[config.mk]
export PLATFORM = sky130hd
export DESIGN_NAME = event_throttle_top
export DESIGN_NICKNAME = d
export VERILOG_FILES = /design/src/throttle_pkg.sv /design/src/event_throttle_top.sv /design/src/event_merge.sv /design/src/cd_config_regs.sv /design/src/event_gate.sv /design/src/cool_down_cnt.sv
export VERILOG_INCLUDE_DIRS = /design/src /design/src/src
export SDC_FILE = /design/constraint.sdc
export NUM_CORES = 1
export LEC_CHECK = 0
export BUFFER_PORTS_ARGS = -buffer_cell sky130_fd_sc_hd__buf_2
export CAP_MARGIN = 20
export CORE_ASPECT_RATIO = 0.8
export CORE_MARGIN = 10
export CORE_UTILIZATION = 54
export DETAILED_ROUTE_END_ITERATION = 16
export PLACE_DENSITY = 0.72
export SLEW_MARGIN = 20
export SYNTH_ARGS = -nofsm -noshare
export SYNTH_HDL_FRONTEND = slang
export SYNTH_SLANG_ARGS = --single-unit
[constraint.sdc]
create_clock -name clk -period 4.9 [get_ports clk]
set_input_delay 0.245 -clock clk [delete_from_list [all_inputs] [get_ports clk]]
set_output_delay 0.245 -clock clk [all_outputs]
set_load 0.02 [all_outputs]
[src/throttle_macros.svh]
// compile-time sizes only; THR_NUM_CHAN must equal 2**THR_CHAN_W and cooldowns above THR_MAX_CD are truncated
`ifndef THROTTLE_MACROS_SVH
`define THROTTLE_MACROS_SVH

// number of event channels
`define THR_NUM_CHAN 4

// channel number width, sized so the round-robin pointer wraps on its own
`define THR_CHAN_W 2

// cooldown field in the config word (length minus one)
`define THR_CD_W 16

// longest supported cooldown in cycles
`define THR_MAX_CD 4096

// internal down-counter width derived from the cooldown limit
`define THR_CNT_W ($clog2(`THR_MAX_CD))

// per-channel drop counter width
`define THR_DROP_W 16

// merger coalesce counter width
`define THR_COAL_W 16

`endif
[src/throttle_pkg.sv]
// shared packed types; field widths come from the macros header and must not be changed here
`default_nettype none

`include "throttle_macros.svh"

package throttle_pkg;

    // one channel's runtime configuration, 18 bits
    typedef struct packed {
        logic [`THR_CD_W-1:0] cd;    // cooldown length minus one
        logic                 extend; // rejected event restarts cooldown
        logic                 enable; // 0 drops everything
    } chan_cfg_t;

    // host write request, 21 bits
    typedef struct packed {
        logic                   we;   // write strobe
        logic [`THR_CHAN_W-1:0] chan; // target channel
        chan_cfg_t              cfg;  // new config word
    } cfg_wr_t;

    // merged output pulse, 3 bits
    typedef struct packed {
        logic                   valid; // one-cycle pulse
        logic [`THR_CHAN_W-1:0] chan;  // source channel
    } merged_evt_t;

endpackage

`default_nettype wire

[src/event_throttle_top.sv]
// plain strobes in one clock domain; stat_drops lags stat_chan by one cycle and cfg_wr lands one cycle after it is seen
`timescale 1ns/1ns
`default_nettype none

`include "throttle_macros.svh"

module event_throttle_top (
    input  wire                          clk,
    input  wire                          rst_n,
    input  wire  [`THR_NUM_CHAN-1:0]     evt_in,      // one strobe per channel
    input  wire throttle_pkg::cfg_wr_t   cfg_wr,
    input  wire  [`THR_CHAN_W-1:0]       stat_chan,
    output throttle_pkg::merged_evt_t    evt_out,
    output logic [`THR_DROP_W-1:0]       stat_drops,
    output logic [`THR_COAL_W-1:0]       coalesce_cnt,
    output wire  [`THR_NUM_CHAN-1:0]     chan_ready
);

    throttle_pkg::chan_cfg_t      cfg [`THR_NUM_CHAN]; // per-channel config
    wire [`THR_NUM_CHAN-1:0]      accept;               // gate to merger pulses
    wire [`THR_DROP_W-1:0]        drops [`THR_NUM_CHAN];

    cd_config_regs cd_config_regs_i (
        .clk   (clk),
        .rst_n (rst_n),
        .wr    (cfg_wr),
        .cfg   (cfg)
    );

    // one gate and cooldown counter per channel
    for (genvar g = 0; g < `THR_NUM_CHAN; g++)
    begin : gen_gate
        event_gate event_gate_i (
            .clk    (clk),
            .rst_n  (rst_n),
            .cfg    (cfg[g]),
            .evt    (evt_in[g]),
            .accept (accept[g]),
            .ready  (chan_ready[g]),
            .drops  (drops[g])
        );
    end

    event_merge event_merge_i (
        .clk          (clk),
        .rst_n        (rst_n),
        .accept       (accept),
        .evt_out      (evt_out),
        .coalesce_cnt (coalesce_cnt)
    );

    // statistics port
    always_ff @(posedge clk or negedge rst_n)
    begin
        if (!rst_n)
            stat_drops <= '0;
        else
            stat_drops <= drops[stat_chan]; // registered mux
    end

endmodule

`default_nettype wire

[src/event_merge.sv]
// no back-pressure; at most one pulse per cycle and an accept on an already pending channel is counted and dropped
`timescale 1ns/1ns
`default_nettype none

`include "throttle_macros.svh"

module event_merge (
    input  wire                         clk,
    input  wire                         rst_n,
    input  wire  [`THR_NUM_CHAN-1:0]    accept,
    output throttle_pkg::merged_evt_t   evt_out,
    output logic [`THR_COAL_W-1:0]      coalesce_cnt
);

    localparam int N  = `THR_NUM_CHAN;
    localparam int CW = `THR_CHAN_W;
    localparam int KW = `THR_COAL_W;

    logic [N-1:0]  pending_q;   // one event waiting per channel
    logic [CW-1:0] ptr_q;       // round-robin start point
    logic          grant_valid;
    logic [CW-1:0] grant_chan;
    logic [N-1:0]  grant_vec;   // one-hot grant
    logic [N-1:0]  coal_vec;    // accepts folded into a pending bit
    logic [CW:0]   coal_num;    // 0 .. N
    logic [KW:0]   coal_sum;    // carry bit flags overflow

    // first pending channel at or after the pointer
    always_comb
    begin : rr_pick
        logic [CW-1:0] idx;
        grant_valid = 1'b0;
        grant_chan  = ptr_q;
        for (int k = 0; k < N; k++)
        begin
            idx = ptr_q + CW'(k); // wraps at N
            if (!grant_valid && pending_q[idx])
            begin
                grant_valid = 1'b1;
                grant_chan  = idx;
            end
        end
    end

    always_comb
    begin
        grant_vec = '0;
        if (grant_valid)
            grant_vec[grant_chan] = 1'b1;
    end

    // a granted bit frees up in the same cycle so a new accept re-arms it
    assign coal_vec = accept & pending_q & ~grant_vec;

    always_comb
    begin
        coal_num = '0;
        for (int i = 0; i < N; i++)
            coal_num = coal_num + (CW+1)'(coal_vec[i]);
    end

    assign coal_sum = {1'b0, coalesce_cnt} + (KW+1)'(coal_num);

    always_ff @(posedge clk or negedge rst_n)
    begin
        if (!rst_n)
        begin
            pending_q    <= '0;
            ptr_q        <= '0;
            evt_out      <= '0;
            coalesce_cnt <= '0;
        end
        else
        begin
            pending_q <= (pending_q & ~grant_vec) | accept;
            if (grant_valid)
                ptr_q <= grant_chan + CW'(1); // next channel after the winner
            evt_out.valid <= grant_valid;       // accept at t shows at t+2
            evt_out.chan  <= grant_chan;
            coalesce_cnt  <= coal_sum[KW] ? '1 : coal_sum[KW-1:0]; // saturate
        end
    end

endmodule

`default_nettype wire

[src/cd_config_regs.sv]
// write-only bank; a write is visible the cycle after wr.we and there is no read-back path
`timescale 1ns/1ns
`default_nettype none

`include "throttle_macros.svh"

module cd_config_regs (
    input  wire throttle_pkg::cfg_wr_t     wr,
    input  wire                            clk,
    input  wire                            rst_n,
    output throttle_pkg::chan_cfg_t        cfg [`THR_NUM_CHAN]
);

    localparam int N  = `THR_NUM_CHAN;
    localparam int CW = `THR_CHAN_W;

    logic [N-1:0] wr_sel; // one-hot word select

    // decode the target channel
    always_comb
    begin
        wr_sel = '0;
        for (int i = 0; i < N; i++)
        begin
            if (wr.we && (wr.chan == CW'(i)))
            begin
                wr_sel[i] = 1'b1;
            end
        end
    end

    // config words
    // zero means disabled with cd 0 and extend off
    always_ff @(posedge clk or negedge rst_n)
    begin
        if (!rst_n)
        begin
            for (int i = 0; i < N; i++)
            begin
                cfg[i] <= '0;
            end
        end
        else
        begin
            for (int i = 0; i < N; i++)
            begin
                if (wr_sel[i])
                begin
                    cfg[i] <= wr.cfg; // whole word replaced
                end
            end
        end
    end

    // a new cd only reaches the counter once it is idle again
    // so writes are meant for quiet channels

endmodule

`default_nettype wire

[src/event_gate.sv]
// one channel only; evt is a single-cycle strobe and accept is combinational from evt, so drive evt from a register
`timescale 1ns/1ns
`default_nettype none

`include "throttle_macros.svh"

module event_gate (
    input  wire                       clk,
    input  wire                       rst_n,
    input  wire throttle_pkg::chan_cfg_t cfg,
    input  wire                       evt,
    output logic                      accept,  // pulse in the event cycle
    output logic                      ready,   // cooldown idle
    output logic [`THR_DROP_W-1:0]    drops    // saturating drop count
);

    logic trig;      // event from an enabled channel
    logic cd_ready;  // counter idle
    logic drop;      // event seen but not passed

    // a disabled channel never starts a cooldown
    assign trig = evt & cfg.enable;

    // pass only when idle
    assign accept = trig & cd_ready;

    // disabled events and events inside the window both count
    assign drop = evt & ~accept;

    assign ready = cd_ready;

    // done and count are not needed at this level
    cool_down_cnt cool_down_cnt_i (
        .clk     (clk),
        .rst_n   (rst_n),
        .cd      (cfg.cd),
        .extend  (cfg.extend),   // extend mode reloads on rejected events
        .trigger (trig),
        .done    (),
        .ready   (cd_ready),
        .count   ()
    );

    // drop counter
    // holds at all ones once full
    always_ff @(posedge clk or negedge rst_n)
    begin
        if (!rst_n)
        begin
            drops <= '0;
        end
        else if (drop && (drops != '1))
        begin
            drops <= drops + `THR_DROP_W'(1); // visible next cycle
        end
    end

endmodule

`default_nettype wire

[src/cool_down_cnt.sv]
// cd is sampled only while ready or at zero; bits of cd above THR_CNT_W are ignored so cd must stay below THR_MAX_CD
`timescale 1ns/1ns
`default_nettype none

`include "throttle_macros.svh"

module cool_down_cnt (
    input  wire                  clk,
    input  wire                  rst_n,
    input  wire  [`THR_CD_W-1:0] cd,      // cooldown length minus one
    input  wire                  extend,  // retrigger during cooldown reloads
    input  wire                  trigger,
    output logic                 done,    // last cooldown cycle
    output logic                 ready,
    output logic [`THR_CD_W-1:0] count
);

    localparam int CNT_W = `THR_CNT_W;

    logic [CNT_W-1:0] cd_cnt;  // remaining cooldown cycles
    logic [CNT_W-1:0] cd_lo;   // usable part of cd
    logic             ready_q;
    logic             retrig;  // reload request in extend mode

    assign cd_lo  = cd[CNT_W-1:0];
    assign retrig = extend & trigger;
    assign ready  = ready_q;
    assign count  = {{(`THR_CD_W-CNT_W){1'b0}}, cd_cnt}; // zero-extend

    // cd of zero finishes in the trigger cycle itself
    // otherwise done marks the cycle before ready returns
    assign done = ready_q ? (trigger & (cd_lo == '0))
                          : ((cd_cnt == CNT_W'(1)) & ~retrig);

    always_ff @(posedge clk or negedge rst_n)
    begin
        if (!rst_n)
        begin
            cd_cnt <= '0;
        end
        else if (ready_q || (cd_cnt == '0))
        begin
            cd_cnt <= cd_lo; // track cd while idle
        end
        else if (retrig)
        begin
            cd_cnt <= cd_lo; // restart the window
        end
        else
        begin
            cd_cnt <= cd_cnt - CNT_W'(1);
        end
    end

    always_ff @(posedge clk or negedge rst_n)
    begin
        if (!rst_n)
        begin
            ready_q <= 1'b1; // idle out of reset
        end
        else if (ready_q)
        begin
            ready_q <= ~(trigger & (cd_lo != '0)); // cd 0 never leaves ready
        end
        else
        begin
            ready_q <= (cd_cnt == CNT_W'(1)) & ~retrig;
        end
    end

endmodule

`default_nettype wire

; Yosys cells after proc, flatten, opt, wreduce, memory -nomap -nowiden
; Cells that the tools add are included.
[op_classes]
add_sub_neg = 16
order_cmp = 7
eq_ne = 11
n_mux = 38
n_bitwise = 42
n_reduce_logical = 28
[op_table]
columns = op, n
row1 = $mux W12, 8
row2 = $add A16 B1 Y16 const B, 4
row3 = $ne A16 B16 Y1 const B, 4
row4 = $eq A12 B1 Y1 const B, 4
row5 = $logic_not A12 Y1, 4
row6 = $mux W16, 3
row7 = $reduce_bool A12 Y1, 4
row8 = $sub A12 B1 Y12 const B, 4
row9 = $bmux W16 S2, 1
row10 = $and A1 B1 Y1, 24
row11 = $add A16 B3 Y17, 1
row12 = $mux W1, 17
row13 = $lt A2 B3 Y1 const B, 5
row14 = $and A4 B4 Y4, 3
row15 = $logic_and A1 B1 Y1, 12
row16 = $not A1 Y1, 12
row17 = $bmux W1 S2, 4
row18 = $add A3 B1 Y3, 2
row19 = $mux W2, 3
row20 = $add A2 B1 Y2 const B, 2
row21 = $add A2 B2 Y2 const B, 2
row22 = $eq A2 B2 Y1 const B, 2
row23 = $logic_or A1 B1 Y1, 4
row24 = $mux W4, 1
row25 = 10 further kinds, 12
[totals]
ff_bits = 213
input_bits = 29
out_inout_bits = 39
wordCells = 172

; Longest topological paths before layout
[logic_depth]
word_depth = 24
mapped_depth = 17
depth_no_buf = 16

; Cells and area by module
; From an unflattened synthesis, not the netlist that was laid out.
[unflattened]
hier_cells = 928
area_unflattened_um2 = 11697.5
[modules_own_cells]
columns = mod, n_inst, cells_per_inst, area_each_um2, seq_area_each_um2
row1 = event_gate, 4, 75, 857.1, 400.4
row2 = cool_down_cnt, 4, 76, 838.3, 326.6
row3 = cd_config_regs, 1, 153, 2697.6, 1801.7
row4 = event_merge, 1, 135, 1393.8, 625.6
row5 = event_throttle_top, 1, 36, 824.5, 400.4

; Least setup slack after synthesis
; Ideal clock, no wire load.
[synth_timing]
path_kind = reg-to-reg
startpoint = reg event_merge_i.pending_q[2]
endpoint = reg event_merge_i.coalesce_cnt[1]
setup_time_ns = 0.068
arrival_time_ns = 3.759
required_ns = 4.832
path_slack_ns = 1.073
stages_incl_launch_ff = 18
path_buffers = 1
period_less_slack_ns = 3.827
path_cell_list = dfrtp_1 nor2b_1 o21ai_0 a21boi_0 inv_1 o21ai_0 nor2_1 ha_1 fa_1 ha_1 inv_1 fa_1 nor2b_1 o2111ai_1 nor2_1 nand3_1 clkbuf_1 nand2_1
[synth_via]
elab_chain_cells = 24
elab_cells_between_ends = 35
cone_classes = add/sub (4) / order compare (2) / mux (19) / bitwise (3) / reduce/logical (7)
[synth_lines]
columns = element, line
row1 = start: declaration, event_merge.sv:19  ; logic [N-1:0] pending_q;
row2 = start signal: assignment, event_merge.sv:75  ; pending_q <= (pending_q & ~grant_vec) | accept;
row3 = $bmux W1 S2, event_merge.sv:37  ; if (!grant_valid && pending_q[idx])
row4 = $mux W1 (not written as such), event_merge.sv:37
row5 = $mux W1, event_merge.sv:37
row6 = $logic_not A1 Y1, event_merge.sv:37
row7 = $logic_and A1 B1 Y1, event_merge.sv:37
row8 = $mux W1, event_merge.sv:37
row9 = $logic_not A1 Y1, event_merge.sv:37
row10 = $logic_and A1 B1 Y1, event_merge.sv:37
row11 = [... 4 more ...], n/a
row12 = net event_merge_i.grant_chan[1], event_merge.sv:22  ; logic [CW-1:0] grant_chan;
row13 = [... 4 more ...], n/a
row14 = $mux W4 (*), event_merge.sv:48  ; if (grant_valid)
row15 = $not A4 Y4 (*), event_merge.sv:53  ; assign coal_vec = accept & pending_q & ~grant_vec;
row16 = $and A4 B4 Y4 (*), event_merge.sv:53
row17 = $add A1 B1 Y2, event_merge.sv:59  ; coal_num = coal_num + (CW+1)'(coal_vec[i]);
row18 = $add A3 B1 Y3, event_merge.sv:59
row19 = $add A3 B1 Y3 (*), event_merge.sv:59
row20 = $add A16 B3 Y17 (*), event_merge.sv:62  ; assign coal_sum = {1'b0, coalesce_cnt} + (KW+1)'(coal_num);
row21 = $mux W16 (*), event_merge.sv:80  ; coalesce_cnt <= coal_sum[KW] ? '1 : coal_sum[KW-1:0];
row22 = end signal: assignment, event_merge.sv:80
row23 = end: declaration, event_merge.sv:12  ; output logic [`THR_COAL_W-1:0] coalesce_cnt
; Mark *: on every way through the listed nets, which the timed path passes. The rest lies on a longest branch. The select of a mux whose other input is x is not followed.
; A chain may end at the register's enable or synchronous reset.

; Worst setup path after layout
[layout_timing]
startpoint = reg event_merge_i.pending_q[2]
endpoint = reg event_merge_i.coalesce_cnt[2]
; The elaborated chain is that of the path after synthesis.

==> flow_summary.toml <==
[critical_path]
crit_start = "event_merge_i.pending_q[2]$_DFF_PN0_"
cp_max_fo = 13
crit_arrival_ns = 4.82
required_ns = 5.32
critPathCaptureType = "register"
rr_startpoint = "event_merge_i.pending_q[2]$_DFF_PN0_"
start_kind = "register"
path_class = "register to register"

[synth]
syn-num-nets = 952
synth_top_area_frac = 0.5177
async_flop_share = 1.000
synth_area_leaders = "dfrtp_1, mux2_2, xnor2_1, mux4_2, nand2_1"
yosysMostFrequentCell = "dfrtp_1"
netlist_instances = 898
netlist.top_cell.by_area = "dfrtp_1"
synthFlopType = "dfrtp_1"
synth-warning-count = 0
synth_edf_count = 0
yosysUniqueCellTypes = 54
synth-seq-cells = 213
netlist_area_um2 = 10100
postSynthAreaPerCell_um2 = 11.25
synth-seq-area-share = 0.5281
synth_common_cells = "dfrtp_1, nand2_1, nor2_1, mux2_2, xnor2_1"

[final_layout]
stdcell_area_um2 = 11400
drive_gt1_frac = 0.2035
final_cell_count_no_fill = 1236
areaGrowthSynthToFinish_pct = 12.83
nets = 1022
antenna_cells = 0
fillers = 1506

[die]
die_y_um = 142.3
placementRows = 44
start_util = 0.5527
dieArea_um2 = 24610
die_x_um = 172.9
ios = 68
coreArea_um2 = 18280

[timing]
rsz0062_at_grt = "no"
tns_ns = 0
fin_crit_sh = 0.8993
final-max-slew-violation-count = 0
max_freq_ghz = 0.2269
hold_violations = 0
tightest_slew_ns = 1.094
skew_ns = 0.007441
period_needed_ns = 4.406
relSlewSlack = 0.2640
setup_viol = 0

[pwr]
power.leakage_nw = 5.019
seqPwrFrac = 0.471
power_density_nw_per_um2 = 506.3
clockPowerShare = 0.291
comb_power_share = 0.238
switching_power_mw = 1.864
p_sw_frac = 0.3229
peakVddDrop_uv = 355.0
cell_internal_pwr_mw = 3.907

[global_routing]
antenna_found_initial = 0
grt_max_degree = 113
grt_pass1_vias = 6879
grt_overflow = 0
grt_pass1_wl_um = 35560
grt_use_total = 0.1754

[hold_path]
hold_path_class = "primary input to register"
worstHoldStart = "cfg_wr[2]"

[routing]
ant_nets = 0
first_pass_iters = 5
wire_per_inst_um = 17.70
totalWireLength_um = 21880
vias_per_cell = 5.666
drc = 0
drt_iter0_drc = 567
via_count = 7003

[cts]
cts_root_buf = "clkbuf_16"
post_cts_buffers = 0
cts_buffer_depth = 3
cts_tree = "yes"
numClockSinks = 213
cts_inserted_buffers = 23
clk_pin_slew_worst_paths_ns = 0.06
insertion_delay_ns = 0.50
h-tree-depth = 1

[placed_design]
io_buffers = 63
gp_congestion = 0.8254
dp_cells = 1195
place_area_um2 = 10630
place_hpwl_um = 15430

[run_status]
status = "completed"

[job]
cap_violations = 0
## logic make-up after synthesis
| family | count (synthesis) | synth area share |
|---|---|---|
| AO/OA/AOI/OAI | 122 | 0.07481 |
| XOR/XNOR | 91 | 0.07890 |
| adder cells (fa/ha/maj) | 25 | 0.03245 |
| buffers and inverters | 44 | 0.02130 |
| flip-flops | 213 | 0.5281 |
| multiplexers | 80 | 0.1068 |
| AND/OR/NAND/NOR | 323 | 0.1577 |
## layout by cell type (no fill, tap or decap), types with 11 or more instances in the layout
cell type	netlist	layout
buf_2	4	62
inv_1	23	23
nand4_1	12	12
dfrtp_1	209	209
nand2_1	96	96
or3_1	11	11
xnor2_1	58	58
nand3_1	43	42
nor2_1	63	63
nor3_1	29	29
mux4_2	16	16
clkbuf_16	0	23
xor2_1	33	33
o21ai_0	45	45
ha_1	23	23
mux2_2	62	62
a21oi_1	27	27
nor4_1	21	21
a31oi_1	14	14
## final timing paths
check | end | slack [ns] | cells after the start
worst max-delay path | event_merge_i.coalesce_cnt[2]$_DFF_PN0_ | 0.49 | 16
worst min-delay path | cd_config_regs_i.cfg[38]$_DFFE_PN0P_ | 0.06 | 2
worst max register to register | event_merge_i.coalesce_cnt[2]$_DFF_PN0_ | 0.49 | 16
worst min register to register | gen_gate[2].event_gate_i.drops[14]$_DFFE_PN0P_ | 0.50 | 1
max in group asynchronous | gen_gate[2].event_gate_i.cool_down_cnt_i.cd_cnt[2]$_DFF_PN0_ | 3.22 | 3
min in group asynchronous | gen_gate[3].event_gate_i.cool_down_cnt_i.cd_cnt[4]$_DFF_PN0_ | 0.42 | 2
## final cells by class
type	instances	area, µm²	share of cell area
clock buffer	35	690.7	0.06059
multi-input combinational	641	4568	0.4008
inverter	23	86.33	0.007574
clock inverter	5	52.55	0.004610
timing repair buffer	66	349.1	0.03063
tap	253	316.6	0.02777
sequential	213	5335	0.4681
## power by group through the flow
| stage | Sequential (mW) | Combinational, mW | Clock (mW) |
|---|---|---|---|
| floorplan | 2.65 | 1.03 | 0 |
| global placement | 2.71 | 1.33 | 0 |
| detailed placement | 2.73 | 1.37 | 0 |
| CTS | 2.71 | 1.39 | 1.72 |
| global route | 2.79 | 1.55 | 1.79 |
| finish | 2.72 | 1.37 | 1.68 |
## critical path: stages, from the launching register on
cell and delay [ns]:
dfrtp_1 0.42, nor2b_1 0.16, o21ai_0 0.12, a21boi_0 0.35, inv_1 0.14, o21ai_0 0.30, nor2_1 0.10, ha_1 0.32
fa_1 0.39, ha_1 0.31, inv_1 0.06, fa_1 0.40, nor2b_1 0.19, o2111ai_1 0.21, nor2_1 0.38, nand3_2 0.34
o21ai_0 0.15
## metal layers
metal / GRT usage / up-vias / share of wire
met5: 0 / - / 0
met4: 0.03487 / 0 / 0.015
met3: 0.03660 / 27 / 0.048
met2: 0.2699 / 136 / 0.44
met1: 0.2529 / 3509 / 0.49
li1: - / 3331 / -
## through the flow
step	util	hold slack (ns)	worst slack (ns)	power, mW
2_1_floorplan	-	-0.05059	1.073	3.678
3_3_place_gp	0.5818	0.4315	0.6059	4.039
3_5_place_dp	0.5818	0.4262	0.4414	4.100
4_1_cts	0.6230	0.05612	0.3542	5.809
5_1_grt	0.6236	0.06205	0.06513	6.132
6_report	0.6236	0.06181	0.4936	5.770
## sequential cells by signal, summed over array words and instances, names as in the netlist
signal                                        count
event_merge_i.pending_q                           4
cd_config_regs_i.cfg                             56
event_merge_i.coalesce_cnt                       16
gen_gate.event_gate_i.drops                      64
event_merge_i.ptr_q                               2
event_merge_i.evt_out                             3
gen_gate.event_gate_i.cool_down_cnt_i.ready       4
gen_gate.event_gate_i.cool_down_cnt_i.cd_cnt     48
stat_drops                                       16
## timing repair
action,CTS,global route
setup endpoints to repair,0,13
hold endpoints to repair,108,0
resized for setup,0,1
hold buffers,1,0
Power figures use the tool's default switching activity.
